==> src/hdl/fe_pkg.sv <==
`default_nettype none

package fe_pkg;

    localparam int XLEN       = 32;
    localparam int IMEM_AW    = 8;
    localparam int IMEM_DEPTH = 1 << IMEM_AW;

    localparam logic [XLEN-1:0] PC_START = '0;
    localparam logic [XLEN-1:0] PC_STEP  = 32'd4;
    // addi x0, x0, 0
    localparam logic [XLEN-1:0] INST_NOP = 32'h0000_0013;

    typedef enum logic [6:0] {
        OP     = 7'b0110011,
        OP_IMM = 7'b0010011,
        LOAD   = 7'b0000011,
        STORE  = 7'b0100011,
        BRANCH = 7'b1100011,
        JAL    = 7'b1101111,
        JALR   = 7'b1100111,
        LUI    = 7'b0110111,
        AUIPC  = 7'b0010111
    } opcode_e;

    typedef struct packed {
        logic [6:0] funct7;
        logic [4:0] rs2;
        logic [4:0] rs1;
        logic [2:0] funct3;
        logic [4:0] rd;
        logic [6:0] opcode;
    } r_fmt_t;

    typedef struct packed {
        logic [11:0] imm12;
        logic [4:0]  rs1;
        logic [2:0]  funct3;
        logic [4:0]  rd;
        logic [6:0]  opcode;
    } i_fmt_t;

    typedef struct packed {
        logic [6:0] imm_hi;
        logic [4:0] rs2;
        logic [4:0] rs1;
        logic [2:0] funct3;
        logic [4:0] imm_lo;
        logic [6:0] opcode;
    } s_fmt_t;

    typedef struct packed {
        logic       imm_12;
        logic [5:0] imm_10_5;
        logic [4:0] rs2;
        logic [4:0] rs1;
        logic [2:0] funct3;
        logic [3:0] imm_4_1;
        logic       imm_11;
        logic [6:0] opcode;
    } b_fmt_t;

    typedef struct packed {
        logic       imm_20;
        logic [9:0] imm_10_1;
        logic       imm_11;
        logic [7:0] imm_19_12;
        logic [4:0] rd;
        logic [6:0] opcode;
    } j_fmt_t;

    typedef union packed {
        r_fmt_t          r_fmt;
        i_fmt_t          i_fmt;
        s_fmt_t          s_fmt;
        b_fmt_t          b_fmt;
        j_fmt_t          j_fmt;
        logic [XLEN-1:0] raw;
    } inst_u;

    typedef struct packed {
        logic               we;
        logic [IMEM_AW-1:0] addr;
        logic [XLEN-1:0]    wdata;
    } mem_req_t;

    typedef struct packed {
        logic            valid;
        logic [XLEN-1:0] pc;
        logic [XLEN-1:0] inst;
    } fetch_rsp_t;

    typedef struct packed {
        logic            valid;
        logic [XLEN-1:0] pc;
        opcode_e         opcode;
        logic [4:0]      rd;
        logic [4:0]      rs1;
        logic [4:0]      rs2;
        logic [2:0]      funct3;
        logic [XLEN-1:0] imm;
        logic [XLEN-1:0] raw;
    } id_out_t;

endpackage

`default_nettype wire

==> src/hdl/imem_arbiter.sv <==
`timescale 1ns/1ps
`default_nettype none

module imem_arbiter (
    input  wire                          clk,
    input  wire                          arst_n_i,
    input  wire                          load_we_i,
    input  wire [fe_pkg::IMEM_AW-1:0]    load_addr_i,
    input  wire [fe_pkg::XLEN-1:0]       load_data_i,
    input  wire                          fetch_re_i,
    input  wire [fe_pkg::XLEN-1:0]       fetch_pc_i,
    output fe_pkg::mem_req_t             mem_req_o,
    output logic                         mem_re_o,
    input  wire [fe_pkg::XLEN-1:0]       mem_rdata_i,
    output fe_pkg::fetch_rsp_t           rsp_o
);
    import fe_pkg::*;

    logic            grant;
    logic            grant_q;
    logic [XLEN-1:0] pc_q;

    // Loader always wins the port
    assign grant    = fetch_re_i && !load_we_i;
    assign mem_re_o = grant;

    always_comb begin
        mem_req_o.we    = load_we_i;
        mem_req_o.addr  = load_we_i ? load_addr_i : fetch_pc_i[IMEM_AW+1:2];
        mem_req_o.wdata = load_data_i;
    end

    always_ff @(posedge clk or negedge arst_n_i) begin
        if (!arst_n_i) begin
            grant_q <= 1'b0;
        end else begin
            grant_q <= grant;
        end
    end

    always_ff @(posedge clk) begin
        if (grant) begin
            pc_q <= fetch_pc_i;
        end
    end

    // Pair read data with the address it was fetched from
    assign rsp_o = '{valid: grant_q, pc: pc_q, inst: mem_rdata_i};

endmodule

`default_nettype wire

==> config.mk <==
export PLATFORM = sky130hd
export DESIGN_NAME = imem_arbiter
export DESIGN_NICKNAME = d
export VERILOG_FILES = /design/src/hdl/fe_pkg.sv /design/src/hdl/imem_arbiter.sv
export SDC_FILE = /design/constraint.sdc
export NUM_CORES = 1
export LEC_CHECK = 0
export ABC_AREA = 1
export BUFFER_PORTS_ARGS = -buffer_cell sky130_fd_sc_hd__buf_2
export CORE_AREA = 3 3 83 85
export DETAILED_ROUTE_END_ITERATION = 10
export DIE_AREA = 0 0 86 88
export PLACE_DENSITY = 0.74
export SLEW_MARGIN = 20
export SYNTH_ARGS = -nofsm -noshare
export SYNTH_HDL_FRONTEND = slang
export SYNTH_SLANG_ARGS = --single-unit
==> constraint.sdc <==
create_clock -name clk -period 3 [get_ports clk]
set_clock_uncertainty 0.1 [all_clocks]
set_input_delay 0.6 -clock clk [delete_from_list [all_inputs] [get_ports clk]]
set_output_delay 0.6 -clock clk [all_outputs]
set_load 0.005 [all_outputs]
After elaboration in Yosys (flattened, before gate mapping). Index checks and enable logic that the tools add are counted.

Flip-flop bits (word level): 33. Bits in latches: 0. Memory bits (writable): 0. Bits in read-only memories: 0. Bits of input ports: 108. Output and inout port bits: 107. Logic and storage cells: 5. Memories kept: 0.

Add/sub/neg operators: 0. Multipliers: 0. Divide/modulo/power cells: 0. Order comparisons: 0. Equality and inequality tests: 0. Shifts and indexed selects: 0. Multiplexer cells: 1. Bitwise operators: 0. Reductions and logical operators: 2.

Operators by type and width (number): $mux W8 (1); $logic_and A1 B1 Y1 (1); $logic_not A1 Y1 (1).

Logic depth before layout (Yosys ltp).
Word-level depth: 2. Gate-level depth with buffers: 4. Mapped depth without buffers: 3.

Worst setup path after synthesis. No wires, ideal clock.

Kind: input port to output port. Start: input port load_we_i. End: output port mem_re_o. Data arrival time: 2.177 ns. Data required time: 2.300 ns. Setup slack: 0.123 ns. Stages: 2. Path buffers: 1. Cell sequence: buf_6 > nor2_1.

Longest elaborated chain between the ends: 2.

Ends and longest elaborated chain: start, declared (RTL line imem_arbiter.sv:7) `input wire load_we_i,`; $logic_not A1 Y1 (RTL line imem_arbiter.sv:24) `assign grant = fetch_re_i && !load_we_i;`; $logic_and A1 B1 Y1 (RTL line imem_arbiter.sv:24); end, declared (RTL line imem_arbiter.sv:13) `output logic mem_re_o,`.

No other way between the ends.

==> results.json <==
{
  "run_status": "finished, final reports clean",
  "clock-sinks": 33,
  "yosys.area.top_type": "edfxtp_1",
  "min_delay_path_depth": 1,
  "final_util_pct": 27.3,
  "die_y_um": 88,
  "hold_end": "pc_q[20]",
  "crit_buf_inv": 3,
  "rsz0062_at_grt": "no",
  "first_iter_violations": 18,
  "slew_headroom_pct": 72.9,
  "clock_path_buffers": 2,
  "finalMaxSlewViolations": 0,
  "grt_max_degree": 34,
  "seqCellArea_sq_um": 986,
  "cts-root-buf": "clkbuf_8",
  "vias": 930,
  "setup_viol": 0,
  "ios": 215,
  "grt_pass1_vias": 927,
  "synth_nets": 235,
  "htree_num_levels": 2,
  "syn_area_sq_mm": 0.00159,
  "criticalPathCategory": "primary input to primary output",
  "numCtsBuffers": 5,
  "ir_drop_v": 0.000378,
  "io_buffers": 86,
  "synth_area_per_cell_sq_um": 12.6,
  "fin_nets": 263,
  "slowest_stage": "buf_2",
  "syn_inst": 127,
  "multi_input_area_sq_um": 96.3,
  "avgViaCountPerCell": 3.99,
  "max_stage_delay_ps": 210,
  "yosys_warnings": 0,
  "tightest_slew_ps": 406,
  "critical_path_arrival_ps": 1200,
  "ys_ff_latch": 33,
  "synth.distinct_cells": 8,
  "hold_start": "fetch_pc_i[20]",
  "place_congestion": 0.777,
  "power.density_mw_per_mm2": 553,
  "min_path_type": "primary input to register",
  "wl_um": 4910,
  "grt-ovfl-total": 0,
  "drive_above_1_share_pct": 60.3,
  "coreArea_sq_mm": 0.00628,
  "cts.clk_slew.worst_paths_ps": 60,
  "ant_nets": 0,
  "max-cap-violations": 0,
  "fin_crit_sh_pct": 63.3,
  "start_util_pct": 25.4,
  "syn2layout_area_growth_pct": 7.54,
  "end_kind": "primary output",
  "yosysSeqAreaShare_pct": 61.9,
  "dr.pass1.iters": 4,
  "finalCriticalPeriod_ps": 1900,
  "fmax_ghz": 0.527,
  "tritoncts": "done",
  "power.leakage_uw": 0.000786,
  "crit_family": "buffers and inverters",
  "drc": 0,
  "die_area_sq_mm": 0.00757,
  "synth_area_leaders": "edfxtp_1 60%, buf_4 31%, nand2_1 5.7%",
  "synth_top_area_share_pct": 60.3,
  "diodes": 0,
  "start_kind": "primary input",
  "finalHoldViolCount": 0,
  "antenna_found_initial": 0,
  "cts_resized": 0,
  "post-place-ws_ps": 1100,
  "fin_ws_ps": 1100,
  "wl_per_cell_um": 21.1,
  "dp_hpwl_um": 4410,
  "path_max_fanout": 11,
  "cts_setup_buffers": 0,
  "grt_pass1_wl_um": 6230,
  "worstPathRequired_ps": 2300,
  "dieWidth_um": 86,
  "fillers": 630,
  "fin_tns_setup_ps": 0,
  "path_cells": "buf_2 > inv_2 > nand2_1 > nand2_1 > buf_2",
  "grt_usage_pct": 11.7,
  "num_rows": 29
}
## area by class of cell
type	count	area share, %
Inverter	2	0.438
Sequential cell	33	57.5
Tap cell	77	5.62
Timing Repair Buffer	88	26.1
Clock buffer	8	4.67
Multi-Input combinational cell	25	5.62
## layer usage
metal  GRT usage, %  vias to the layer above  routed length (um)
met4           5.90                        0                 150
met5              0                        -                   0
met3           12.2                       19                1290
met2           20.3                      120                2370
met1           7.54                      392                1090
li1               -                      399                   -
## cells in the mapped netlist
| master | n |
|---|---|
| inv_1 | 1 |
| nand2_1 | 24 |
| buf_6 | 1 |
| edfxtp_1 | 32 |
| buf_4 | 66 |
| inv_2 | 1 |
| dfrtp_1 | 1 |
| nor2_1 | 1 |
## placed cells by master (no fill, tap or decap)
cell           netlist  routed
buf_4               66       1
nand2_1             24      24
clkbuf_8             0       5
buf_2                0      86
dfrtp_1              1       1
edfxtp_1            32      32
nor2_2               0       1
dlygate4sd3_1        0       1
clkbuf_1             0       3
inv_2                1       1
inv_1                1       1
## kinds of logic after synthesis
| family | Yosys count | synth area share, % |
|---|---|---|
| buf+inv | 69 | 32.3 |
| flops | 33 | 61.9 |
| simple gates | 25 | 5.89 |
## registers in the layout, summed over array words and instances, names as in the netlist
register,count
pc_q,32
grant_q,1
## stage by stage
stage,power [uW],cell area [sq um],hold WS [ps],instances
3_3_place_gp,652,1620,277,224
4_1_cts,960,1710,393,233
5_1_grt,989,1710,392,233
6_report,947,1710,399,233
3_5_place_dp,656,1620,275,224
2_1_floorplan,653,1590,204,127
## what timing repair did
item	CTS	global route
endpoints found under the hold margin	1	0
endpoints found under the setup margin	0	0
hold buffers	1	0
## power breakdown
group	switching [uW]	leakage, uW	internal, uW	total (uW)
clock	138	0.0000395	164	303
sequential	6.94	0.000313	540	547
combinational	47.9	0.000433	49.8	97.7
total	193	0.000786	754	947
## worst max path at each step
stage	cells past startpoint	slack [ps]	start	to
finish	5	1100	load_we_i	mem_req_o[32]
floorplan	2	120	load_we_i	mem_re_o
global placement	5	1110	load_we_i	mem_req_o[37]
CTS	5	1090	load_we_i	mem_req_o[33]
global route	5	1020	load_we_i	mem_req_o[35]
detailed placement	5	1100	load_we_i	mem_req_o[33]
(Power assumes the default switching activity.)
