File: config.mk
export PLATFORM = sky130hd
export DESIGN_NAME = id_decode
export DESIGN_NICKNAME = d
export VERILOG_FILES = /design/src/hdl/fe_pkg.sv /design/src/hdl/id_decode.sv
export SDC_FILE = /design/constraint.sdc
export NUM_CORES = 1
export LEC_CHECK = 0
export BUFFER_PORTS_ARGS = -buffer_cell sky130_fd_sc_hd__clkbuf_2
export CORE_AREA = 2 2 87 89
export DETAILED_ROUTE_END_ITERATION = 8
export DIE_AREA = 0 0 89 91
export PLACE_DENSITY = 0.8
export SYNTH_ARGS = -nofsm -noshare
export SYNTH_HDL_FRONTEND = slang
export SYNTH_SLANG_ARGS = --single-unit
File: constraint.sdc
create_clock -name vclk -period 2.6
set_input_delay 0.26 -clock vclk [all_inputs]
set_output_delay 0.26 -clock vclk [all_outputs]
set_load 0.05 [all_outputs]
File: src/hdl/fe_pkg.sv
`default_nettype none

package fe_pkg;

    localparam int XLEN       = 32;
    localparam int IMEM_AW    = 8;
    localparam int IMEM_DEPTH = 1 << IMEM_AW;

    localparam logic [XLEN-1:0] PC_START = '0;
    localparam logic [XLEN-1:0] PC_STEP  = 32'd4;
    // addi x0, x0, 0
    localparam logic [XLEN-1:0] INST_NOP = 32'h0000_0013;

    typedef enum logic [6:0] {
        OP     = 7'b0110011,
        OP_IMM = 7'b0010011,
        LOAD   = 7'b0000011,
        STORE  = 7'b0100011,
        BRANCH = 7'b1100011,
        JAL    = 7'b1101111,
        JALR   = 7'b1100111,
        LUI    = 7'b0110111,
        AUIPC  = 7'b0010111
    } opcode_e;

    typedef struct packed {
        logic [6:0] funct7;
        logic [4:0] rs2;
        logic [4:0] rs1;
        logic [2:0] funct3;
        logic [4:0] rd;
        logic [6:0] opcode;
    } r_fmt_t;

    typedef struct packed {
        logic [11:0] imm12;
        logic [4:0]  rs1;
        logic [2:0]  funct3;
        logic [4:0]  rd;
        logic [6:0]  opcode;
    } i_fmt_t;

    typedef struct packed {
        logic [6:0] imm_hi;
        logic [4:0] rs2;
        logic [4:0] rs1;
        logic [2:0] funct3;
        logic [4:0] imm_lo;
        logic [6:0] opcode;
    } s_fmt_t;

    typedef struct packed {
        logic       imm_12;
        logic [5:0] imm_10_5;
        logic [4:0] rs2;
        logic [4:0] rs1;
        logic [2:0] funct3;
        logic [3:0] imm_4_1;
        logic       imm_11;
        logic [6:0] opcode;
    } b_fmt_t;

    typedef struct packed {
        logic       imm_20;
        logic [9:0] imm_10_1;
        logic       imm_11;
        logic [7:0] imm_19_12;
        logic [4:0] rd;
        logic [6:0] opcode;
    } j_fmt_t;

    typedef union packed {
        r_fmt_t          r_fmt;
        i_fmt_t          i_fmt;
        s_fmt_t          s_fmt;
        b_fmt_t          b_fmt;
        j_fmt_t          j_fmt;
        logic [XLEN-1:0] raw;
    } inst_u;

    typedef struct packed {
        logic               we;
        logic [IMEM_AW-1:0] addr;
        logic [XLEN-1:0]    wdata;
    } mem_req_t;

    typedef struct packed {
        logic            valid;
        logic [XLEN-1:0] pc;
        logic [XLEN-1:0] inst;
    } fetch_rsp_t;

    typedef struct packed {
        logic            valid;
        logic [XLEN-1:0] pc;
        opcode_e         opcode;
        logic [4:0]      rd;
        logic [4:0]      rs1;
        logic [4:0]      rs2;
        logic [2:0]      funct3;
        logic [XLEN-1:0] imm;
        logic [XLEN-1:0] raw;
    } id_out_t;

endpackage

`default_nettype wire

File: src/hdl/id_decode.sv
`timescale 1ns/1ps
`default_nettype none

module id_decode (
    input  wire fe_pkg::fetch_rsp_t word_i,
    input  wire                     nop_i,
    input  wire                     stall_i,
    output fe_pkg::id_out_t         id_o,
    output logic                    redirect_o,
    output logic [fe_pkg::XLEN-1:0] redirect_pc_o
);
    import fe_pkg::*;

    inst_u           inst;
    opcode_e         opcode;
    logic            valid;
    logic [XLEN-1:0] imm_i;
    logic [XLEN-1:0] imm_s;
    logic [XLEN-1:0] imm_b;
    logic [XLEN-1:0] imm_j;
    logic [XLEN-1:0] imm_u;
    logic [XLEN-1:0] imm;
    logic            has_rd;
    logic            has_rs1;
    logic            has_rs2;
    logic            has_f3;

    assign inst   = word_i.inst;
    assign opcode = opcode_e'(inst.r_fmt.opcode);
    assign valid  = !nop_i && !stall_i;

    assign imm_i = {{(XLEN-12){inst.i_fmt.imm12[11]}}, inst.i_fmt.imm12};
    assign imm_s = {{(XLEN-12){inst.s_fmt.imm_hi[6]}}, inst.s_fmt.imm_hi, inst.s_fmt.imm_lo};
    assign imm_b = {{(XLEN-13){inst.b_fmt.imm_12}}, inst.b_fmt.imm_12, inst.b_fmt.imm_11,
                    inst.b_fmt.imm_10_5, inst.b_fmt.imm_4_1, 1'b0};
    assign imm_j = {{(XLEN-21){inst.j_fmt.imm_20}}, inst.j_fmt.imm_20, inst.j_fmt.imm_19_12,
                    inst.j_fmt.imm_11, inst.j_fmt.imm_10_1, 1'b0};
    assign imm_u = {inst.raw[XLEN-1:12], 12'b0};

    // Fields absent from a format read as zero
    always_comb begin
        imm     = '0;
        has_rd  = 1'b0;
        has_rs1 = 1'b0;
        has_rs2 = 1'b0;
        has_f3  = 1'b0;
        case (opcode)
            OP: begin
                {has_rd, has_rs1, has_rs2, has_f3} = 4'b1111;
            end
            OP_IMM, LOAD, JALR: begin
                imm = imm_i;
                {has_rd, has_rs1, has_rs2, has_f3} = 4'b1101;
            end
            STORE: begin
                imm = imm_s;
                {has_rd, has_rs1, has_rs2, has_f3} = 4'b0111;
            end
            BRANCH: begin
                imm = imm_b;
                {has_rd, has_rs1, has_rs2, has_f3} = 4'b0111;
            end
            JAL: begin
                imm    = imm_j;
                has_rd = 1'b1;
            end
            LUI, AUIPC: begin
                imm    = imm_u;
                has_rd = 1'b1;
            end
            default: begin
                imm = '0;
            end
        endcase
    end

    always_comb begin
        id_o.valid  = valid;
        id_o.pc     = word_i.pc;
        id_o.opcode = opcode;
        id_o.rd     = has_rd ? inst.r_fmt.rd : 5'd0;
        id_o.rs1    = has_rs1 ? inst.r_fmt.rs1 : 5'd0;
        id_o.rs2    = has_rs2 ? inst.r_fmt.rs2 : 5'd0;
        id_o.funct3 = has_f3 ? inst.r_fmt.funct3 : 3'd0;
        id_o.imm    = imm;
        id_o.raw    = inst.raw;
    end

    assign redirect_o    = valid && (opcode == JAL);
    assign redirect_pc_o = word_i.pc + imm_j;

endmodule

`default_nettype wire

Word level (Yosys, flattened, before mapping)
Cells that the tools add are included.
{"block": "classes", "eq_ne": 9, "n_addsub": 1, "n_reduce_logical": 9, "n_mux": 8}
{"operator": "32-bit one-hot mux with 5 select lines", "n": 1}
{"operator": "32-bit adder", "n": 1}
{"operator": "7-bit by 6-bit equality test with 1-bit output (second input constant)", "n": 3}
{"operator": "7-bit equality test (second input constant)", "n": 3}
{"operator": "5-bit 2-to-1 mux", "n": 3}
{"operator": "7-bit by 5-bit equality test with 1-bit output (second input constant)", "n": 2}
{"operator": "7-bit by 2-bit equality test with 1-bit output (second input constant)", "n": 1}
{"operator": "7-bit OR reduction", "n": 1}
{"operator": "3-bit OR reduction", "n": 2}
{"operator": "6-bit OR reduction", "n": 1}
{"operator": "1-bit 2-to-1 mux", "n": 3}
{"operator": "3-bit 2-to-1 mux", "n": 1}
{"operator": "1-bit logical AND", "n": 2}
{"operator": "1-bit logical NOT", "n": 2}
{"operator": "2-bit OR reduction", "n": 1}
{"block": "word_totals", "elab_cells": 27, "input_bits": 67, "regBits": 0}

Logic depth before layout (Yosys ltp)
{"block": "logic_depth", "ltp_word": 4, "mapped_depth": 9}

Least setup slack after synthesis
No wires, ideal clock.
{"block": "synth_path", "path_kind": "input to output", "from": "in word_i[21] in the netlist's numbering", "to": "out redirect_pc_o[19] in the netlist's numbering", "path_slack_ns": -0.286, "path_stages": 9, "path_buffers": 0, "arrival_time_ns": 2.626, "path_cell_list": "ha_1 -> fa_1 -> a211oi_1 -> o21ai_1 -> o21ai_0 -> or4_1 -> o211ai_1 -> a221oi_1 -> xnor2_1"}
{"block": "synth_between", "elab_chain_len": 1}
{"element": "from (decl)", "line": "id_decode.sv:5", "text": "input wire fe_pkg::fetch_rsp_t word_i,"}
{"element": "32-bit adder", "line": "id_decode.sv:90", "text": "assign redirect_pc_o = word_i.pc + imm_j;"}
{"element": "to (decl)", "line": "id_decode.sv:10", "text": "output logic [fe_pkg::XLEN-1:0] redirect_pc_o"}
No other way between the ends.

Worst setup path in the final report
{"block": "layout_path", "from": "in word_i[40] in the netlist's numbering", "to": "out redirect_pc_o[25] in the netlist's numbering"}
The elaborated chain is that of the path after synthesis.

==> metrics <==
status=finished with violations; failing checks=setup timing; P_sw=1210 uW; Seq cells=0; clkbuf count=0; die area=0.00810 mm2; Max Slew Vio Count=0; top cells by area, synth=buf_4, ha_1, a21o_1; Nets=a little over 700; Cell Chain, Critical Path=buf_4 -> ha_4 -> a21oi_4 -> buf_6 -> o21ai_4 -> a2111o_1 -> o22ai_2 -> o21ai_4 -> a211oi_2 -> xnor2_2 -> buf_12; area added between synthesis and finish=80.7%; critical path data required time=2340 ps; combinational power share=1.000; first-pass GRT wire length=18400 um; routed via count=between 3000 and 4000; Worst Path Arrival=between 2000 and 2500 ps; Final HPWL DP=9510 um; sequential power share=0; Tot GR Track Use=0.278; max-cap violations=0; top-area cell type share of the netlist area=0.198; Slew headroom=0.694; Tightest Pin Transition=456 ps; Via density=5.39; Yosys warnings=0; top cell type by total area after synthesis=buf_4; overall die height=just over 90 um; CORE AREA=between 0.007 and 0.008 mm2; count of final hold-check violations=0; drt first pass iters=5; Syn Area/Cell=7.16 um2; fin area=0.00500 mm2; minimum period implied by the final worst setup slack=2680 ps; Cell Int Power=787 uW; sequential cell area=0 um2; slowest cell on the critical path=a2111o_1; top-level port count=222; Final Hold Slack=520 ps; Filler Cell Count=567; Setup violations, final=5; PwrDens=400 mW/mm2; fmax=0.374 GHz; Initial Utilization=0.387; Clk pwr share=0; GP Congestion=0.978; Hold Crit Class=in -> out; WL final=12800 um; synth cell count leaders=buf_4, a21o_1, ha_1; DRC Markers=0; Iteration-0 DRC Markers=around 210; unrepaired setup endpoints after global routing=yes; sw frac=0.606; worst setup margin=-75.0 ps; most numerous cell in the Yosys netlist=buf_4; crit path from=word_i[40]; Leakage=0.00274 uW; placed inst area=around 0.0044 mm2; dpl cells=704; routed len/inst=17.8 um; Mapped Nets=484; register area share after synthesis=0; post-detailed-route count of antenna-violating nets=0; Worst setup endpoint=redirect_pc_o[25]; WS Path Type=in -> out; most used cell, CP=o21ai_4; vias in the first global route=3680; Row Count=31; Max stage delay on crit path=around 380 ps; Post-Layout Cell Count=between 700 and 800; aggregate global routing overflow=0; worst-path fanout max=6; ratio of cells with drive above 1 in the final layout=0.630; Cells after Synth=386; kind of end point of the critical path=output port; CP startpoint kind=input pin; die width=89 um; Max VDD drop=0.266 mV; post-synthesis cell type count=55; initial antenna violation count=0; hold path startpoint=word_i[32]; largest net degree at the start of global routing=13; synthesized cell area=around 0.0028 mm2; port buffer count=218; diode count=0; share of the cycle needed by the critical path after routing=1.03
## kinds of logic after synthesis
family / share of synthesized area
AND/OR/NAND/NOR: 0.219
AO/OA/AOI/OAI: 0.319
buffers and inverters: 0.230
adder cells (fa/ha/maj): 0.143
XOR/XNOR: 0.0887
## critical path: cells and delay by family
| kind | cells | cell delay, ps |
|---|---|---|
| xor gates and xnor gates | 1 | 160 |
| AOI/OAI and AO/OA | 6 | 1320 |
| adders and majority gates | 1 | 230 |
| buffers and inverters | 3 | 420 |
## worst min-delay path by stage
stage	depth (start not counted)	slack, ps	to
5_1_grt	0	520	redirect_pc_o[0]
2_1_floorplan	1	690	id_o[0]
3_5_place_dp	0	520	id_o[89]
6_report	0	520	id_o[89]
4_1_cts	0	520	id_o[89]
3_3_place_gp	0	520	id_o[89]
## area by class of cell
type / instances / area [um2] / area share
multi-input combinational: 290 / 2670 / 0.535
timing repair buffer: 313 / 2150 / 0.431
inverter: 13 / 48.8 / 0.00976
tap: 99 / 124 / 0.0248
## power groups by stage
| stage | combinational [uW] | sequential [uW] | clock, uW |
|---|---|---|---|
| after floorplan | 1180 | 0 | 0 |
| after global placement | 1760 | 0 | 0 |
| after detailed placement | 1790 | 0 | 0 |
| after CTS | 1910 | 0 | 0 |
| after global routing | 2080 | 0 | 0 |
| final | 2000 | 0 | 0 |
## repair_timing
item,4_1_cts,5_1_grt
pin swaps,28,25
endpoints found under the hold margin,0,0
setup buffers,6,5
gates resized for setup,52,43
setup endpoints to repair,16,16
hold buffers,0,0
## placed cells by master (no fill, tap or decap), drive strengths merged, types with 6 or more instances in the layout
master  synthesis  layout
a211oi          6       6
a21o           32      32
a21oi          26      26
and2           25      25
and3            7       7
buf            76     118
clkbuf          7     195
ha             30      30
inv            13      13
nand2          25      25
nand3           7       7
nor2           25      25
nor2b           8       8
nor3            6       6
o21ai          18      18
xnor2          22      22
xor2            6       6
## metal layers
| layer | part of all wire | global-route usage |
|---|---|---|
| met3 | 0.062 | 0.0109 |
| met2 | 0.52 | 0.515 |
| met1 | 0.38 | 0.340 |
| met5 | 0 | 0 |
| met4 | 0.033 | 0.0796 |
## metrics by stage
step | TNS, ps | power, uW | setup slack, ps | util
after floorplan | -43.3 | 1180 | -40.2 | -
after global placement | -1810 | 1760 | -227 | 0.613
after detailed placement | -2130 | 1790 | -279 | 0.613
after CTS | -116 | 1910 | -43.5 | 0.670
after global routing | -1010 | 2080 | -162 | 0.700
final | -235 | 2000 | -75.0 | 0.700
(Power assumes the default switching activity.)
