`src/hdl/fe_pkg.sv`:
```
`default_nettype none

package fe_pkg;

    localparam int XLEN       = 32;
    localparam int IMEM_AW    = 8;
    localparam int IMEM_DEPTH = 1 << IMEM_AW;

    localparam logic [XLEN-1:0] PC_START = '0;
    localparam logic [XLEN-1:0] PC_STEP  = 32'd4;
    // addi x0, x0, 0
    localparam logic [XLEN-1:0] INST_NOP = 32'h0000_0013;

    typedef enum logic [6:0] {
        OP     = 7'b0110011,
        OP_IMM = 7'b0010011,
        LOAD   = 7'b0000011,
        STORE  = 7'b0100011,
        BRANCH = 7'b1100011,
        JAL    = 7'b1101111,
        JALR   = 7'b1100111,
        LUI    = 7'b0110111,
        AUIPC  = 7'b0010111
    } opcode_e;

    typedef struct packed {
        logic [6:0] funct7;
        logic [4:0] rs2;
        logic [4:0] rs1;
        logic [2:0] funct3;
        logic [4:0] rd;
        logic [6:0] opcode;
    } r_fmt_t;

    typedef struct packed {
        logic [11:0] imm12;
        logic [4:0]  rs1;
        logic [2:0]  funct3;
        logic [4:0]  rd;
        logic [6:0]  opcode;
    } i_fmt_t;

    typedef struct packed {
        logic [6:0] imm_hi;
        logic [4:0] rs2;
        logic [4:0] rs1;
        logic [2:0] funct3;
        logic [4:0] imm_lo;
        logic [6:0] opcode;
    } s_fmt_t;

    typedef struct packed {
        logic       imm_12;
        logic [5:0] imm_10_5;
        logic [4:0] rs2;
        logic [4:0] rs1;
        logic [2:0] funct3;
        logic [3:0] imm_4_1;
        logic       imm_11;
        logic [6:0] opcode;
    } b_fmt_t;

    typedef struct packed {
        logic       imm_20;
        logic [9:0] imm_10_1;
        logic       imm_11;
        logic [7:0] imm_19_12;
        logic [4:0] rd;
        logic [6:0] opcode;
    } j_fmt_t;

    typedef union packed {
        r_fmt_t          r_fmt;
        i_fmt_t          i_fmt;
        s_fmt_t          s_fmt;
        b_fmt_t          b_fmt;
        j_fmt_t          j_fmt;
        logic [XLEN-1:0] raw;
    } inst_u;

    typedef struct packed {
        logic               we;
        logic [IMEM_AW-1:0] addr;
        logic [XLEN-1:0]    wdata;
    } mem_req_t;

    typedef struct packed {
        logic            valid;
        logic [XLEN-1:0] pc;
        logic [XLEN-1:0] inst;
    } fetch_rsp_t;

    typedef struct packed {
        logic            valid;
        logic [XLEN-1:0] pc;
        opcode_e         opcode;
        logic [4:0]      rd;
        logic [4:0]      rs1;
        logic [4:0]      rs2;
        logic [2:0]      funct3;
        logic [XLEN-1:0] imm;
        logic [XLEN-1:0] raw;
    } id_out_t;

endpackage

`default_nettype wire

```
`src/hdl/fetch_unit.sv`:
```
`timescale 1ns/1ps
`default_nettype none

module fetch_unit (
    input  wire                     clk,
    input  wire                     arst_n_i,
    input  wire                     run_i,
    input  wire                     stall_i,
    input  wire                     redirect_i,
    input  wire [fe_pkg::XLEN-1:0]  redirect_pc_i,
    input  wire fe_pkg::fetch_rsp_t rsp_i,
    output logic                    fetch_re_o,
    output logic [fe_pkg::XLEN-1:0] fetch_pc_o,
    output fe_pkg::fetch_rsp_t      rsp_o
);
    import fe_pkg::*;

    logic [XLEN-1:0] pc_q;
    logic            pend_q;
    logic [XLEN-1:0] pend_pc_q;
    logic            kill_q;
    logic            replay;
    logic [XLEN-1:0] issue_pc;

    // Last read was refused by the arbiter or could not enter IF/ID
    assign replay   = pend_q && !kill_q && (!rsp_i.valid || stall_i);
    assign issue_pc = replay ? pend_pc_q : pc_q;

    assign fetch_re_o = run_i;
    assign fetch_pc_o = issue_pc;

    always_ff @(posedge clk or negedge arst_n_i) begin
        if (!arst_n_i) begin
            pc_q   <= PC_START;
            pend_q <= 1'b0;
            kill_q <= 1'b0;
        end else begin
            pend_q <= run_i;
            kill_q <= redirect_i;
            if (redirect_i) begin
                pc_q <= redirect_pc_i;
            end else if (run_i) begin
                pc_q <= issue_pc + PC_STEP;
            end else begin
                // Keep a pending replay address while idle
                pc_q <= issue_pc;
            end
        end
    end

    always_ff @(posedge clk) begin
        pend_pc_q <= issue_pc;
    end

    // Read issued in the redirect cycle is on the wrong path
    always_comb begin
        rsp_o       = rsp_i;
        rsp_o.valid = rsp_i.valid && !kill_q;
    end

endmodule

`default_nettype wire

```
`config.mk`:
```
export PLATFORM = sky130hd
export DESIGN_NAME = fetch_unit
export DESIGN_NICKNAME = d
export VERILOG_FILES = /design/src/hdl/fe_pkg.sv /design/src/hdl/fetch_unit.sv
export SDC_FILE = /design/constraint.sdc
export NUM_CORES = 1
export LEC_CHECK = 0
export BUFFER_PORTS_ARGS = -buffer_cell sky130_fd_sc_hd__buf_2
export CAP_MARGIN = 20
export CORE_ASPECT_RATIO = 0.8
export CORE_UTILIZATION = 49
export CTS_CLUSTER_SIZE = 8
export DETAILED_ROUTE_END_ITERATION = 8
export GPL_TIMING_DRIVEN = 0
export PLACE_DENSITY = 0.86
export SETUP_SLACK_MARGIN = 0.05
export SYNTH_ARGS = -nofsm -noshare
export SYNTH_HDL_FRONTEND = slang
export SYNTH_SLANG_ARGS = --single-unit
```
`constraint.sdc`:
```
create_clock -name clk -period 5.8 [get_ports clk]
set_input_delay 1.16 -clock clk [delete_from_list [all_inputs] [get_ports clk]]
set_output_delay 1.16 -clock clk [all_outputs]
set_load 0.05 [all_outputs]
```
Word-level counts from Yosys, hierarchy flattened:

Cells that the tools add are included.

* memories kept: 0
* bits of input ports: 102
* logic and storage cells: 14
* RAM bits: 0
* bits in latches: 0
* bits in registers: 66
* output and inout bits: 98
* bits in read-only memories: 0

* multiplexer cells: 3
* magnitude comparators: 0
* divide/modulo/power cells: 0
* bitwise operators: 0
* reduce and logical (&&, ||, !) cells: 6
* multipliers: 0
* equality and inequality tests: 0
* shift-type cells: 0
* $add $sub $neg: 1

Operators by type and width (number)
* 32-bit 2-to-1 mux: 3
* 32-bit by 3-bit adder with 32-bit output (second input constant): 1
* 1-bit logical AND: 3
* 1-bit logical NOT: 2
* 1-bit logical OR: 1

Depth between registers and ports, before layout:

* depth in word-level cells: 7
* depth in mapped cells: 16
* mapped depth without buffers: 11

Worst setup path before layout:

OpenSTA, ideal clock, no wires.

* kind: input -> output
* start: in stall_i
* end: out fetch_pc_o[21] (netlist bit)
* data required time: 4.640 ns
* stages: 6
* path slack: 1.525 ns
* arrival time: 3.115 ns
* buffers on the path: 3
* path through: nand2b_1 -> buf_6 -> nand2_1 -> buf_2 -> buf_1 -> o21ai_0

* longest elaborated chain between the ends: 3

RTL lines
* from (decl): line fetch_unit.sv:8 `input wire stall_i,`
* 1-bit logical OR: line fetch_unit.sv:26 `assign replay = pend_q && !kill_q && (!rsp_i.valid || stall_i);`
* 1-bit logical AND: line fetch_unit.sv:26
* 32-bit 2-to-1 mux: line fetch_unit.sv:27 `assign issue_pc = replay ? pend_pc_q : pc_q;`
* to (decl): line fetch_unit.sv:13 `output logic [fe_pkg::XLEN-1:0] fetch_pc_o,`

No other way between the ends.

Worst setup path after layout:

* start: in rsp_i[64] (netlist bit)
* end: reg pc_q[24]

* longest elaborated chain between the ends: 7

RTL lines
* from (decl): line fetch_unit.sv:11 `input wire fe_pkg::fetch_rsp_t rsp_i,`
* 1-bit logical NOT *: line fetch_unit.sv:26
* 1-bit logical OR *: line fetch_unit.sv:26
* 1-bit logical AND *: line fetch_unit.sv:26
* 32-bit 2-to-1 mux *: line fetch_unit.sv:27
* 32-bit by 3-bit adder with 32-bit output: line fetch_unit.sv:43 `pc_q <= issue_pc + PC_STEP;`
* 32-bit 2-to-1 mux *: line fetch_unit.sv:42 `end else if (run_i) begin`
* 32-bit 2-to-1 mux *: line fetch_unit.sv:40 `if (redirect_i) begin`
* to (signal assigned): line fetch_unit.sv:41 `pc_q <= redirect_pc_i;`
* to (signal assigned): line fetch_unit.sv:43
* to (signal assigned): line fetch_unit.sv:46 `pc_q <= issue_pc;`
* to (decl): line fetch_unit.sv:18 `logic [XLEN-1:0] pc_q;`

Mark *: on every way between the ends. The rest lies on a longest branch, timed or not.

==> results.cfg <==
[sta]
fmax_mhz = 233.2
worstMarginPinSlew_ps = 885.8
setup-tns-final_ps = 0
slew_headroom_pct = 40.55
fin_skew_ps = 8.058
setup_viol = 0
period_share_pct = 73.93
min_period_ps = 4288
drv_slew = 0
grt_setup_unrepaired = false
hold_viol_final = 0

[route]
drt-total-wl_um = 10450
drc = 0
dr.pass1.iters = 5
avgRoutedWirePerCell_um = 15.30
viasPerCell = 5.242
drtIter0Drc = 257
via_count = 3580
drt.antenna.violating_nets = 0

[run_status]
status = finished clean

[layout]
drive_above_1_share_pct = 42.73
stdcell_count = 683
multi_input_area_um2 = 1607
syn2layout_area_growth_pct = 27.73
layout_commonest_cell = buf_2
fill_cells = 648
seqCellArea_um2 = 1491
nets = 676
mostFrequentLayoutCells = buf_2, nand2_1, buf_4
antenna_cells = 0

[cts]
numCtsBuffers = 9
cts_resized = 0
clk_pin_slew_ps = 80
tritoncts = built
clock_sinks = 66
cts_htree_levels = 3
root_buffer = clkbuf_8
clk_latency_ps = 350
postCtsSetupRepairBufs = 0
hold_buffers = 0
clock_path_buffers = 2

[critical_path]
reg2reg_from = kill_q
cp_slowest_cell = clkbuf_1
critPathLaunchType = input pin
arrival_ps = 4530
path_buf_inv = 6
critPathRequiredTime_ps = 6040
cp_cell_sequence = buf_2 -> and2b_1 -> buf_2 -> nor2_2 -> buf_4 -> buf_4 -> buf_2 -> nand2_1 -> nand2_1 -> ha_1 -> nand2_1 -> nor2_1 -> and4_1 -> clkbuf_1 -> o211ai_1 -> xnor2_1 -> mux2_2
critPathTopFamily = buffers and inverters
critPathMaxStageDelay_ps = 360
crit_type = input pin to register
worstPathMaxFanout = 10
crit_path_end_kind = register
cp-startpoint = rsp_i[64]

[floorplan]
die_width_um = 99.45
die_y_um = 79.96
core_um2 = 7392
start_util_pct = 50.36
die_area_um2 = 7951
rows = 28
pin_count = 200

[place]
gp_congestion = 0.9130
place_inst = 667
port_buffers = 135
dpl.hpwl_um = 7678

[yosys]
syn-cell-area_um2 = 3722
synth_top_area_share_pct = 22.86
ys_ff_latch = 66
syn_nets = 530
synth.avg_cell_area_um2 = 8.717
synth.area.top_cells = dfrtp_1, dfxtp_1, buf_4, nand2_1, xnor2_1
syn_inst = 427
ys_seq_area_share_pct = 40.07
ys.warnings.count = 0
ys_types = 51
yosysTopAreaCell = dfrtp_1

[power_and_ir_drop]
seqPwrFrac_pct = 38.0
total_leakage_power_nw = 2.330
power_frac_clock_pct = 30.7
comb_power_share_pct = 31.3
powerDensity_nw_per_um2 = 305.6
totalPowerFinal_mw = 1.453
max-vdd-ir-drop_uv = 148.0
swShare_pct = 38.82
p_int_uw = 888.8
switchingPower_uw = 564.1

[global_route]
grt_overflow = 0
antenna_found_initial = 0
grt_first_pass_wirelength_um = 16050
grt_max_degree = 35
grt_pass1_vias = 3405
grt_usage_pct = 26.66

[worst_hold_path]
hp-class = register to register
worstHoldStart = pend_pc_q[1]

[run]
drv_cap = 0
==> stage by stage <==
stage | area [um2] | utilization, % | worst slack [ps] | hold WS, ps
3_3_place_gp | 4529 | 61.27 | 1379 | 433.8
2_1_floorplan | 3722 | - | 1525 | 644.9
3_5_place_dp | 4529 | 61.27 | 1272 | 445.0
5_1_grt | 4755 | 64.32 | 1300 | 497.9
6_report | 4755 | 64.32 | 1512 | 463.6
4_1_cts | 4755 | 64.32 | 1571 | 466.2
==> flip-flops by register name, indices dropped and copies added, names as in the netlist <==
signal / cells
pc_q: 32
pend_pc_q: 32
kill_q: 1
pend_q: 1
==> routing by layer <==
metal / track usage (%) / part of all wire, % / routed length [um]
met1: 32.80 / 40 / 4222
met2: 44.38 / 48 / 4984
met3: 7.531 / 9.7 / 1015
met4: 10.59 / 2.2 / 231
met5: 0 / 0 / 0
==> synth_stat cells (all sizes together) <==
| cell | n |
|---|---|
| nor4b | 1 |
| a32o | 1 |
| nor4 | 4 |
| o2111ai | 1 |
| nand4 | 9 |
| nor3b | 2 |
| nor3 | 11 |
| xnor2 | 19 |
| a21oi | 9 |
| buf | 77 |
| a31oi | 4 |
| dfxtp | 32 |
| a41o | 1 |
| a2111o | 1 |
| xor2 | 3 |
| or3 | 1 |
| o22ai | 1 |
| a21o | 1 |
| o2111a | 1 |
| nor2 | 7 |
| o21ai | 32 |
| o21bai | 1 |
| o31ai | 5 |
| mux2 | 9 |
| nor2b | 3 |
| and2b | 1 |
| a2111oi | 4 |
| nand2 | 98 |
| a41oi | 1 |
| dfrtp | 34 |
| and3 | 5 |
| inv | 10 |
| mux2i | 9 |
| nand2b | 2 |
| clkbuf | 8 |
| and4 | 2 |
| a211oi | 1 |
| nand3 | 9 |
| o21a | 1 |
| ha | 1 |
| o21ba | 1 |
| o211ai | 4 |
==> power groups by stage <==
| stage | logic [mW] | registers, mW | clock network (mW) |
|---|---|---|---|
| 3_5_place_dp | 0.454 | 0.559 | 0 |
| 3_3_place_gp | 0.446 | 0.555 | 0 |
| 6_report | 0.455 | 0.552 | 0.446 |
| 2_1_floorplan | 0.355 | 0.548 | 0 |
| 4_1_cts | 0.456 | 0.550 | 0.447 |
| 5_1_grt | 0.484 | 0.556 | 0.470 |
==> path summary, 6_finish.rpt <==
kind / slack [ps] / cells past startpoint / endpoint
setup / recovery: 1510 / 17 / pc_q[24]
hold / removal: 460 / 2 / pend_pc_q[1]
setup reg to reg: 1980 / 16 / pc_q[24]
hold reg to reg: 460 / 2 / pend_pc_q[1]
max in group asynchronous: 4340 / 1 / pc_q[31]
min in group asynchronous: 920 / 1 / kill_q
==> worst reg2reg max path: stages (launching register included) <==
cell and delay [ps]:
dfrtp_1 410, nand2b_1 200, buf_2 220, nor2_2 140, buf_4 220, buf_4 240
buf_2 320, nand2_1 110, nand2_1 140, ha_1 160, nand2_1 190, nor2_1 150
and4_1 190, clkbuf_1 360, o211ai_1 230, xnor2_1 180, mux2_2 260
==> cells by family after synthesis <==
| family | Yosys count | share of synthesized area, % |
|---|---|---|
| fa+ha+maj | 1 | 0.3361 |
| flops | 66 | 40.07 |
| simple gates | 155 | 19.16 |
| buf+inv | 95 | 16.77 |
| xor+xnor | 22 | 5.177 |
| mux | 18 | 5.143 |
| compound gates | 70 | 13.34 |
==> final cells by class <==
| cell class | count | area share, % |
|---|---|---|
| buffer | 85 | 12.34 |
| clock buffer | 9 | 2.605 |
| clock inverter | 7 | 2.132 |
| inverter | 10 | 0.7895 |
| multi-input combinational | 266 | 33.79 |
| sequential | 66 | 31.37 |
| tap | 105 | 2.763 |
| timing repair buffer | 135 | 14.21 |
No activity file was read; power rests on OpenSTA's default activity.
