===== config.mk =====
export PLATFORM = sky130hd
export DESIGN_NAME = if2id_reg
export DESIGN_NICKNAME = d
export VERILOG_FILES = /design/src/hdl/fe_pkg.sv /design/src/hdl/if2id_reg.sv
export SDC_FILE = /design/constraint.sdc
export NUM_CORES = 1
export LEC_CHECK = 0
export ABC_AREA = 0
export BUFFER_PORTS_ARGS = -buffer_cell sky130_fd_sc_hd__buf_2
export CAP_MARGIN = 10
export CORE_UTILIZATION = 46
export CTS_BUF_LIST = sky130_fd_sc_hd__clkbuf_4 sky130_fd_sc_hd__clkbuf_8
export DETAILED_ROUTE_END_ITERATION = 10
export GPL_TIMING_DRIVEN = 0
export PLACE_DENSITY = 0.8
export SYNTH_ARGS = -nofsm -noshare
export SYNTH_HDL_FRONTEND = slang
export SYNTH_SLANG_ARGS = --single-unit

===== constraint.sdc =====
create_clock -name clk -period 0.8 [get_ports clk]
set_input_delay 0.2 -clock clk [delete_from_list [all_inputs] [get_ports clk]]
set_output_delay 0.2 -clock clk [all_outputs]
set_load 0.02 [all_outputs]

===== src/hdl/fe_pkg.sv =====
`default_nettype none

package fe_pkg;

    localparam int XLEN       = 32;
    localparam int IMEM_AW    = 8;
    localparam int IMEM_DEPTH = 1 << IMEM_AW;

    localparam logic [XLEN-1:0] PC_START = '0;
    localparam logic [XLEN-1:0] PC_STEP  = 32'd4;
    // addi x0, x0, 0
    localparam logic [XLEN-1:0] INST_NOP = 32'h0000_0013;

    typedef enum logic [6:0] {
        OP     = 7'b0110011,
        OP_IMM = 7'b0010011,
        LOAD   = 7'b0000011,
        STORE  = 7'b0100011,
        BRANCH = 7'b1100011,
        JAL    = 7'b1101111,
        JALR   = 7'b1100111,
        LUI    = 7'b0110111,
        AUIPC  = 7'b0010111
    } opcode_e;

    typedef struct packed {
        logic [6:0] funct7;
        logic [4:0] rs2;
        logic [4:0] rs1;
        logic [2:0] funct3;
        logic [4:0] rd;
        logic [6:0] opcode;
    } r_fmt_t;

    typedef struct packed {
        logic [11:0] imm12;
        logic [4:0]  rs1;
        logic [2:0]  funct3;
        logic [4:0]  rd;
        logic [6:0]  opcode;
    } i_fmt_t;

    typedef struct packed {
        logic [6:0] imm_hi;
        logic [4:0] rs2;
        logic [4:0] rs1;
        logic [2:0] funct3;
        logic [4:0] imm_lo;
        logic [6:0] opcode;
    } s_fmt_t;

    typedef struct packed {
        logic       imm_12;
        logic [5:0] imm_10_5;
        logic [4:0] rs2;
        logic [4:0] rs1;
        logic [2:0] funct3;
        logic [3:0] imm_4_1;
        logic       imm_11;
        logic [6:0] opcode;
    } b_fmt_t;

    typedef struct packed {
        logic       imm_20;
        logic [9:0] imm_10_1;
        logic       imm_11;
        logic [7:0] imm_19_12;
        logic [4:0] rd;
        logic [6:0] opcode;
    } j_fmt_t;

    typedef union packed {
        r_fmt_t          r_fmt;
        i_fmt_t          i_fmt;
        s_fmt_t          s_fmt;
        b_fmt_t          b_fmt;
        j_fmt_t          j_fmt;
        logic [XLEN-1:0] raw;
    } inst_u;

    typedef struct packed {
        logic               we;
        logic [IMEM_AW-1:0] addr;
        logic [XLEN-1:0]    wdata;
    } mem_req_t;

    typedef struct packed {
        logic            valid;
        logic [XLEN-1:0] pc;
        logic [XLEN-1:0] inst;
    } fetch_rsp_t;

    typedef struct packed {
        logic            valid;
        logic [XLEN-1:0] pc;
        opcode_e         opcode;
        logic [4:0]      rd;
        logic [4:0]      rs1;
        logic [4:0]      rs2;
        logic [2:0]      funct3;
        logic [XLEN-1:0] imm;
        logic [XLEN-1:0] raw;
    } id_out_t;

endpackage

`default_nettype wire


===== src/hdl/if2id_reg.sv =====
`timescale 1ns/1ps
`default_nettype none

module if2id_reg (
    input  wire                     clk,
    input  wire                     arst_n_i,
    input  wire                     flush_i,
    input  wire                     stall_i,
    input  wire fe_pkg::fetch_rsp_t rsp_i,
    output logic                    nop_o,
    output fe_pkg::fetch_rsp_t      word_o
);
    import fe_pkg::*;

    logic            nop_q;
    logic [XLEN-1:0] pc_q;
    logic [XLEN-1:0] inst_q;

    always_ff @(posedge clk or negedge arst_n_i) begin
        if (!arst_n_i) begin
            nop_q  <= 1'b1;
            pc_q   <= PC_START;
            inst_q <= INST_NOP;
        end else if (flush_i) begin
            nop_q  <= 1'b1;
            pc_q   <= PC_START;
            inst_q <= INST_NOP;
        end else if (stall_i) begin
            nop_q  <= nop_q;
            pc_q   <= pc_q;
            inst_q <= inst_q;
        end else if (rsp_i.valid) begin
            nop_q  <= 1'b0;
            pc_q   <= rsp_i.pc;
            inst_q <= rsp_i.inst;
        end else begin
            // Word was consumed and nothing arrived, so emit a bubble
            nop_q  <= 1'b1;
            pc_q   <= pc_q;
            inst_q <= inst_q;
        end
    end

    assign nop_o  = nop_q;
    assign word_o = '{valid: !nop_q, pc: pc_q, inst: inst_q};

endmodule

`default_nettype wire


Word-level counts from Yosys, hierarchy flattened --
Cells that the tools add are included. Widths: inputs -> output; s select.
Storage, ports and cells: output and inout bits 66, logic and storage cells 16, register bits 65
Cells by class: equality and inequality tests 1, reduce and logical (&&, ||, !) cells 3, muxes and demuxes 9
Operators with widths (count):
- $mux 32 | 6
- $mux 1 | 3
- $ne 2x2->1 const B | 1
- $reduce_and 2->1 | 1
- $reduce_bool 2->1 | 1
- $logic_not 1->1 | 1

Depth between registers and ports, before layout --
Gate-level depths: netlist of run 1.
depth after elaboration 3, gate-level depth with buffers 5, depth with buffers taken out 2

Least setup slack after synthesis of run 1 --
Ideal clock, no wire load.
path type input-to-reg, from in stall_i, to reg inst_q[10], stages 5, arrival time 0.827 ns, library setup time 0.120 ns, slack -0.147 ns, path buffers 3, cells stage by stage buf_2 nor2b_4 buf_12 buf_12 o21ai_2
On the way: longest elaborated chain between the ends 2
RTL lines:
- start: declaration | RTL line if2id_reg.sv:8 | input wire stall_i,
- $ne 2x2->1 (no source line)
- $reduce_and 2->1 (no source line)
- end signal: assignment | RTL line if2id_reg.sv:31 | inst_q <= inst_q;
- end signal: assignment | RTL line if2id_reg.sv:35 | inst_q <= rsp_i.inst;
- end signal: assignment | RTL line if2id_reg.sv:40 | inst_q <= inst_q;
- end: declaration | RTL line if2id_reg.sv:17 | logic [XLEN-1:0] inst_q;
No other way between the ends. A chain may end at the register's enable or synchronous reset.

==> flow_summary.ini, run 1 <==
[status]
status = finished, violations left
violations = negative hold slack, negative setup slack

[synthesis]
yosys-top-cells-area = dfrtp_1 43%, nand4bb_1 19%, o21ai_2 15%
synth_area_leader_cell = dfrtp_1
ys.warnings.count = 0
synth_area_um2 = 3566
synthesis.nets = 364
syn_inst = 295
yosys.area.top_type_share_pct = 42.81
yosysSeqAreaShare_pct = 45.75
ys_types = 14
synth_area_per_cell_um2 = 12.09
ys_ff_latch = 65

[power_and_ir_drop]
leakage_uw = 0.002558
finalPower_uw = 8528
p_clk_share_pct = 37.3
p_int_uw = 6295
p_sw_share_pct = 26.18
p_switching_uw = 2233
seq_power_share_pct = 41.9
powerDensity_nw_per_um2 = 1574
peakVddDrop_mv = 1.095
pwr-share-comb_pct = 20.8

[cts]
root_buffer = clkbuf_8
cts_buffers = 9
htree_levels = 3
cts.clk_slew.worst_paths_ns = 0.07
cts_buffer_depth = 2
cts_tree = yes
insertion_delay_ns = 0.32
cts.sinks = 65

[layout]
register_area_um2 = 1632
antenna_cells = 0
drive_gt1_share_pct = 62.24
multiInputGateArea_um2 = 1838
syn_to_final_growth_pct = 51.96
fillers = 506
final_nets = 538
design_area_um2 = 5419

[detailed_routing]
ant_nets = 0
drtIter0Drc = 92
finalWirelength_mm = 9.538
dr.pass1.iters = 4
viasPerCell = 5.213
drc_errors = 0
avgRoutedWirePerCell_um = 16.65
vias = 2987

[sta]
drv_slew = 0
setup_viol_count_final = 67
holdWs_ns = -0.05091
slew_headroom_pct = 43.66
worstMarginPinSlew_ns = 0.8452
fin_ws_ns = -0.4419
min_period_ns = 1.242
period_share_pct = 155.2
rsz0062_at_grt = yes
max_freq_mhz = 805.2
final_hold_viol_count = 32
finClkSkew_ns = 0
fin_tns_setup_ns = -18.10

[placement]
gp_congestion = 0.7767
port_buffers = 132
pre_cts_ws_ns = -0.3750
dp.final_hpwl_mm = 5.835
placed_area_um2 = 4365

[worst_setup_path]
slowest_stage = dfstp_2
crit_buf_inv = 2
path_max_fanout = 3
path_delay_family = flip-flops
path_depth = 2
cp.arrival_ns = 1.04
critPathLaunchType = register
crit_required_ns = 0.60
cp-end-kind = primary output
cp_cell_sequence = inv_4 > buf_6
cpPeakStageDelay_ns = 0.57
reg2reg_depth = 2
crit_type = reg -> out

[global_routing]
grt_pass1_wl_mm = 14.93
antenna_found_initial = 0
track_usage_pct = 22.70
grt_pass1_vias = 3108
overflow = 0
grt_max_degree = 66

[floorplan]
die_w_um = 90.05
dieArea_um2 = 8108
floorplan.initialDensity_pct = 48.39
pin_count = 135
core_um2 = 7370
die_h_um = 90.05
std_cell_rows = 31

[worst_hold_path]
min-delay-path-class = in -> async

[flow_run]
maxCapViolCount = 0
## power groups by stage
stage               clock network (uW)  logic (uW)  registers (uW)
floorplan                            0         655            3790
global placement                     0        1370            3590
detailed placement                   0        1390            3590
CTS                               3260        1640            3570
global route                      3350        1890            3580
finish                            3180        1780            3570
## metrics by stage
step                utilization [%]  std cells
floorplan                         -        295
global placement              59.20        526
detailed placement            59.24        526
CTS                           69.75        560
global route                  73.53        573
finish                        73.53        573
## path summary, 6_finish.rpt
kind	slack (ns)	from	endpoint
min in group clk	0.12	rsp_i[1]	inst_q[1]$_DFFE_PN1P_
max reg2reg	-0.07	inst_q[4]$_DFFE_PN1P_	inst_q[4]$_DFFE_PN1P_
max	-0.44	nop_o$_DFFE_PN1P_	word_o[64]
min	-0.05	arst_n_i	pc_q[31]$_DFFE_PN0P_
min reg2reg	0.53	inst_q[0]$_DFFE_PN1P_	inst_q[0]$_DFFE_PN1P_
max in group asynchronous	0.26	arst_n_i	inst_q[6]$_DFFE_PN0P_
## metal layers
| layer | global-route usage [%] | up-vias | routed length [um] |
|---|---|---|---|
| li1 | - | 1404 | - |
| met1 | 29.39 | 1477 | 4029 |
| met2 | 38.49 | 98 | 4987 |
| met3 | 4.399 | 8 | 446 |
| met4 | 6.720 | 0 | 75 |
| met5 | 0 | - | 0 |
## placed cells by master (no fill, tap or decap)
cell type / n
dfrtp_1: 61
nor2_2: 1
mux2i_1: 3
nand4bb_1: 61
buf_2: 73
nand2b_4: 21
clkinvlp_4: 1
o21ai_1: 1
buf_8: 1
o21ai_2: 60
buf_4: 31
buf_6: 67
nor2_1: 6
buf_12: 7
clkbuf_2: 12
bufinv_16: 2
a211o_1: 1
nand2b_1: 40
inv_4: 1
clkinv_2: 2
clkbuf_1: 6
dfstp_2: 4
nor2b_4: 1
clkbuf_8: 11
## area by class of cell
class                   count  area share (%)
multi-input cells         195           33.92
flip-flops and latches     65           30.11
repair buffers            163           24.22
plain buffers              34           5.126
clock buffers              11           2.794
well taps                  99           2.286
clock inverters             5           1.432
inverters                   1          0.1154
## state kept, by name (all words and copies together) (netlist names)
name    count
pc_q       32
inst_q     32
nop_o       1
## worst register-to-register path, stage by stage, from the launching register on
cell and delay, ns:
dfstp_2 0.54, nor2_1 0.05, mux2i_1 0.19
## logic make-up after synthesis
group / synth area share, %
AND/OR/NAND/NOR: 31.09
flip-flops: 45.75
buffers and inverters: 7.193
multiplexers: 0.8421
AO/OA/AOI/OAI: 15.12
## Yosys cell counts
master and count:
buf_2 9, buf_12 7, inv_1 1, nor2b_4 1, dfstp_2 4, mux2i_1 3
a211o_1 1, dfrtp_1 61, nor2_1 7, o21ai_2 60, o21ai_1 1, clkbuf_1 18
nand4bb_1 61, nand2b_1 61
## repair_timing
item	CTS	global route
resized for setup	132	46
pin swaps	1	1
endpoints found under the setup margin	73	123
buffers inserted	18	19
endpoints found under the hold margin	20	0
Power figures use the tool's default switching activity.
==> run 2: changes to the inputs <==
Settings changed: ABC_AREA 0 to 1, CORE_UTILIZATION 46 to 43.
==> flow_summary.ini, run 2 <==
[status]
status = finished, violations left
violations = negative hold slack, negative setup slack

[global_routing]
grt.met1_usage_pct = 29.99
grt_pass1_wl_mm = 12.40
globalRouteMet3Util_pct = 7.222
antenna_found_initial = 0
overflow = 0
grt.busiest_layer = met2
track_usage_pct = 25.57
grt_max_degree = 38
grtUsageMet2_pct = 42.83
grt_pass1_vias = 2676

[synthesis]
yosysMostFrequentCell = nand3_1
synth_area_per_cell_um2 = 9.255
async_reset_ff_share_pct = 100.0
syn_inst = 295
synth_area_leader_cell = dfrtp_1
ys_types = 15
synth_area_um2 = 2730
synthesis.nets = 364
synthTopCellsByCount = 125 x nand3_1, 69 x nand2_1, 61 x dfrtp_1, 15 x buf_2, 5 x buf_6
ys.warnings.count = 0
synth_edf_count = 0
yosysSeqAreaShare_pct = 59.76
yosys.area.top_type_share_pct = 55.91
ys_ff_latch = 65
yosys-top-cells-area = dfrtp_1 56%, nand3_1 23%, nand2_1 9.5%
ys.flop_type = dfrtp_1

[sta]
drv_slew = 0
finClkSkew_ns = 0
worstMarginPinSlew_ns = 0.6587
final_hold_viol_count = 28
holdWs_ns = -0.1200
rsz0062_at_grt = yes
min_period_ns = 1.277
period_share_pct = 159.6
setup_viol_count_final = 71
slew_headroom_pct = 56.09
max_freq_mhz = 783.2
fin_ws_ns = -0.4769

[layout]
mostFrequentLayoutCells = 118 x nand3_1, 81 x buf_2, 75 x buf_6
syn_to_final_growth_pct = 61.64
final_nets = 539
fin_util_pct = 73.24
final_common_cell = nand3_1
fillers = 449
drive_gt1_share_pct = 47.47
design_area_um2 = 4413
antenna_cells = 0

[floorplan]
std_cell_rows = 28
pin_count = 135
die_h_um = 81.68
core_um2 = 6026
dieArea_um2 = 6672
die_w_um = 81.68
floorplan.initialDensity_pct = 45.31

[power_and_ir_drop]
leakage_uw = 0.002499
finalPower_uw = 7820
powerDensity_nw_per_um2 = 1772
peakVddDrop_mv = 1.125

[cts]
htree_levels = 3
root_buffer = clkbuf_8
insertion_delay_ns = 0.34
cts_buffer_depth = 2
cts_tree = yes
cts_buffers = 9
cts.sinks = 65
cts.clk_slew.worst_paths_ns = 0.07

[placement]
gp_congestion = 0.7863
pre_cts_ws_ns = -0.3695
dp.final_hpwl_mm = 5.254
placed_area_um2 = 3525
port_buffers = 134

[flow_run]
maxCapViolCount = 0

[worst_setup_path]
cp_cell_sequence = inv_4 > buf_6
crit_required_ns = 0.60
path_max_fanout = 3
crit_type = reg -> out
cp.arrival_ns = 1.08
cpPeakStageDelay_ns = 0.58
cp-end-kind = primary output
slowest_stage = dfstp_2
critPathLaunchType = register

[detailed_routing]
finalWirelength_mm = 8.419
ant_nets = 0
drtIter0Drc = 115
vias = 2868
avgRoutedWirePerCell_um = 15.34
dr.pass1.iters = 4
viasPerCell = 5.224
drc_errors = 0

[worst_hold_path]
min-delay-path-class = in -> async
## run 2: cell count changes after synthesis, sizes merged, moves of 3 or more
cell / previous run / this run
nand4bb: 61 / 0
nor2: 7 / 1
clkbuf: 18 / 4
nand3: 0 / 125
mux2i: 3 / 0
inv: 1 / 4
o21ai: 61 / 1
nand2b: 61 / 0
buf: 16 / 22
nand2: 0 / 70
or2: 0 / 3
## run 2: per-stage QoR
stage / hold slack (ns) / instances / TNS, ns
after floorplan: -0.09559 / 295 / -0.06212
after global placement: 0.4237 / 504 / -62.07
after detailed placement: 0.2597 / 505 / -24.68
after CTS: -0.1084 / 535 / -19.05
after global routing: -0.08538 / 549 / -21.26
final: -0.1200 / 549 / -19.04
## run 2: metal layers
| metal | share of wire (%) | vias to the layer above |
|---|---|---|
| met4 | 3.0 | 0 |
| met3 | 5.6 | 21 |
| li1 | - | 1346 |
| met2 | 53 | 117 |
| met1 | 38 | 1384 |
| met5 | 0 | - |
## run 2: worst max-delay path: cells and delay by family (launching register included)
kind	cells	cell delay (ns)
buf+inv	2	0.16
flops	1	0.58
## run 2: cell families (layout without fill, tap and decap cells)
group           Yosys count  after routing  share of synthesized area, %
simple gates            199            199                         33.73
flops                    65             65                         59.76
buf+inv                  30            209                         6.324
compound gates            1              1                        0.1831
## run 2: power breakdown
group	internal [uW]	leakage [uW]	switching, uW
clock	1620	0.000106	1180
sequential	3460	0.000870	131
combinational	681	0.00152	750
## run 2: final timing paths
check	startpoint	cells past startpoint	slack [ns]	endpoint
worst max-delay path	nop_o$_DFFE_PN1P_	2	-0.48	word_o[64]
worst min-delay path	arst_n_i	1	-0.12	pc_q[13]$_DFFE_PN0P_
worst max register to register	inst_q[19]$_DFFE_PN0P_	4	-0.08	inst_q[19]$_DFFE_PN0P_
worst min register to register	inst_q[1]$_DFFE_PN1P_	2	0.50	inst_q[1]$_DFFE_PN1P_
max in group asynchronous	arst_n_i	2	0.22	inst_q[1]$_DFFE_PN1P_
min in group clk	rsp_i[44]	3	0.08	pc_q[12]$_DFFE_PN0P_
## run 2: final cells by class
class / instances / area (um^2) / area share [%]
sequential: 65 / 1632 / 36.97
timing repair buffer: 164 / 1336 / 30.28
multi-input combinational: 200 / 960.9 / 21.77
buffer: 26 / 171.4 / 3.884
clock buffer: 12 / 158.9 / 3.601
tap: 75 / 93.84 / 2.126
clock inverter: 3 / 40.04 / 0.9073
inverter: 4 / 20.02 / 0.4536
## run 2: what timing repair did
item                                    4_1_cts  5_1_grt
setup buffers                                15       18
endpoints found under the setup margin       88       96
hold endpoints to repair                     28       28
pin swaps                                     0       10
gates resized for setup                     136       13
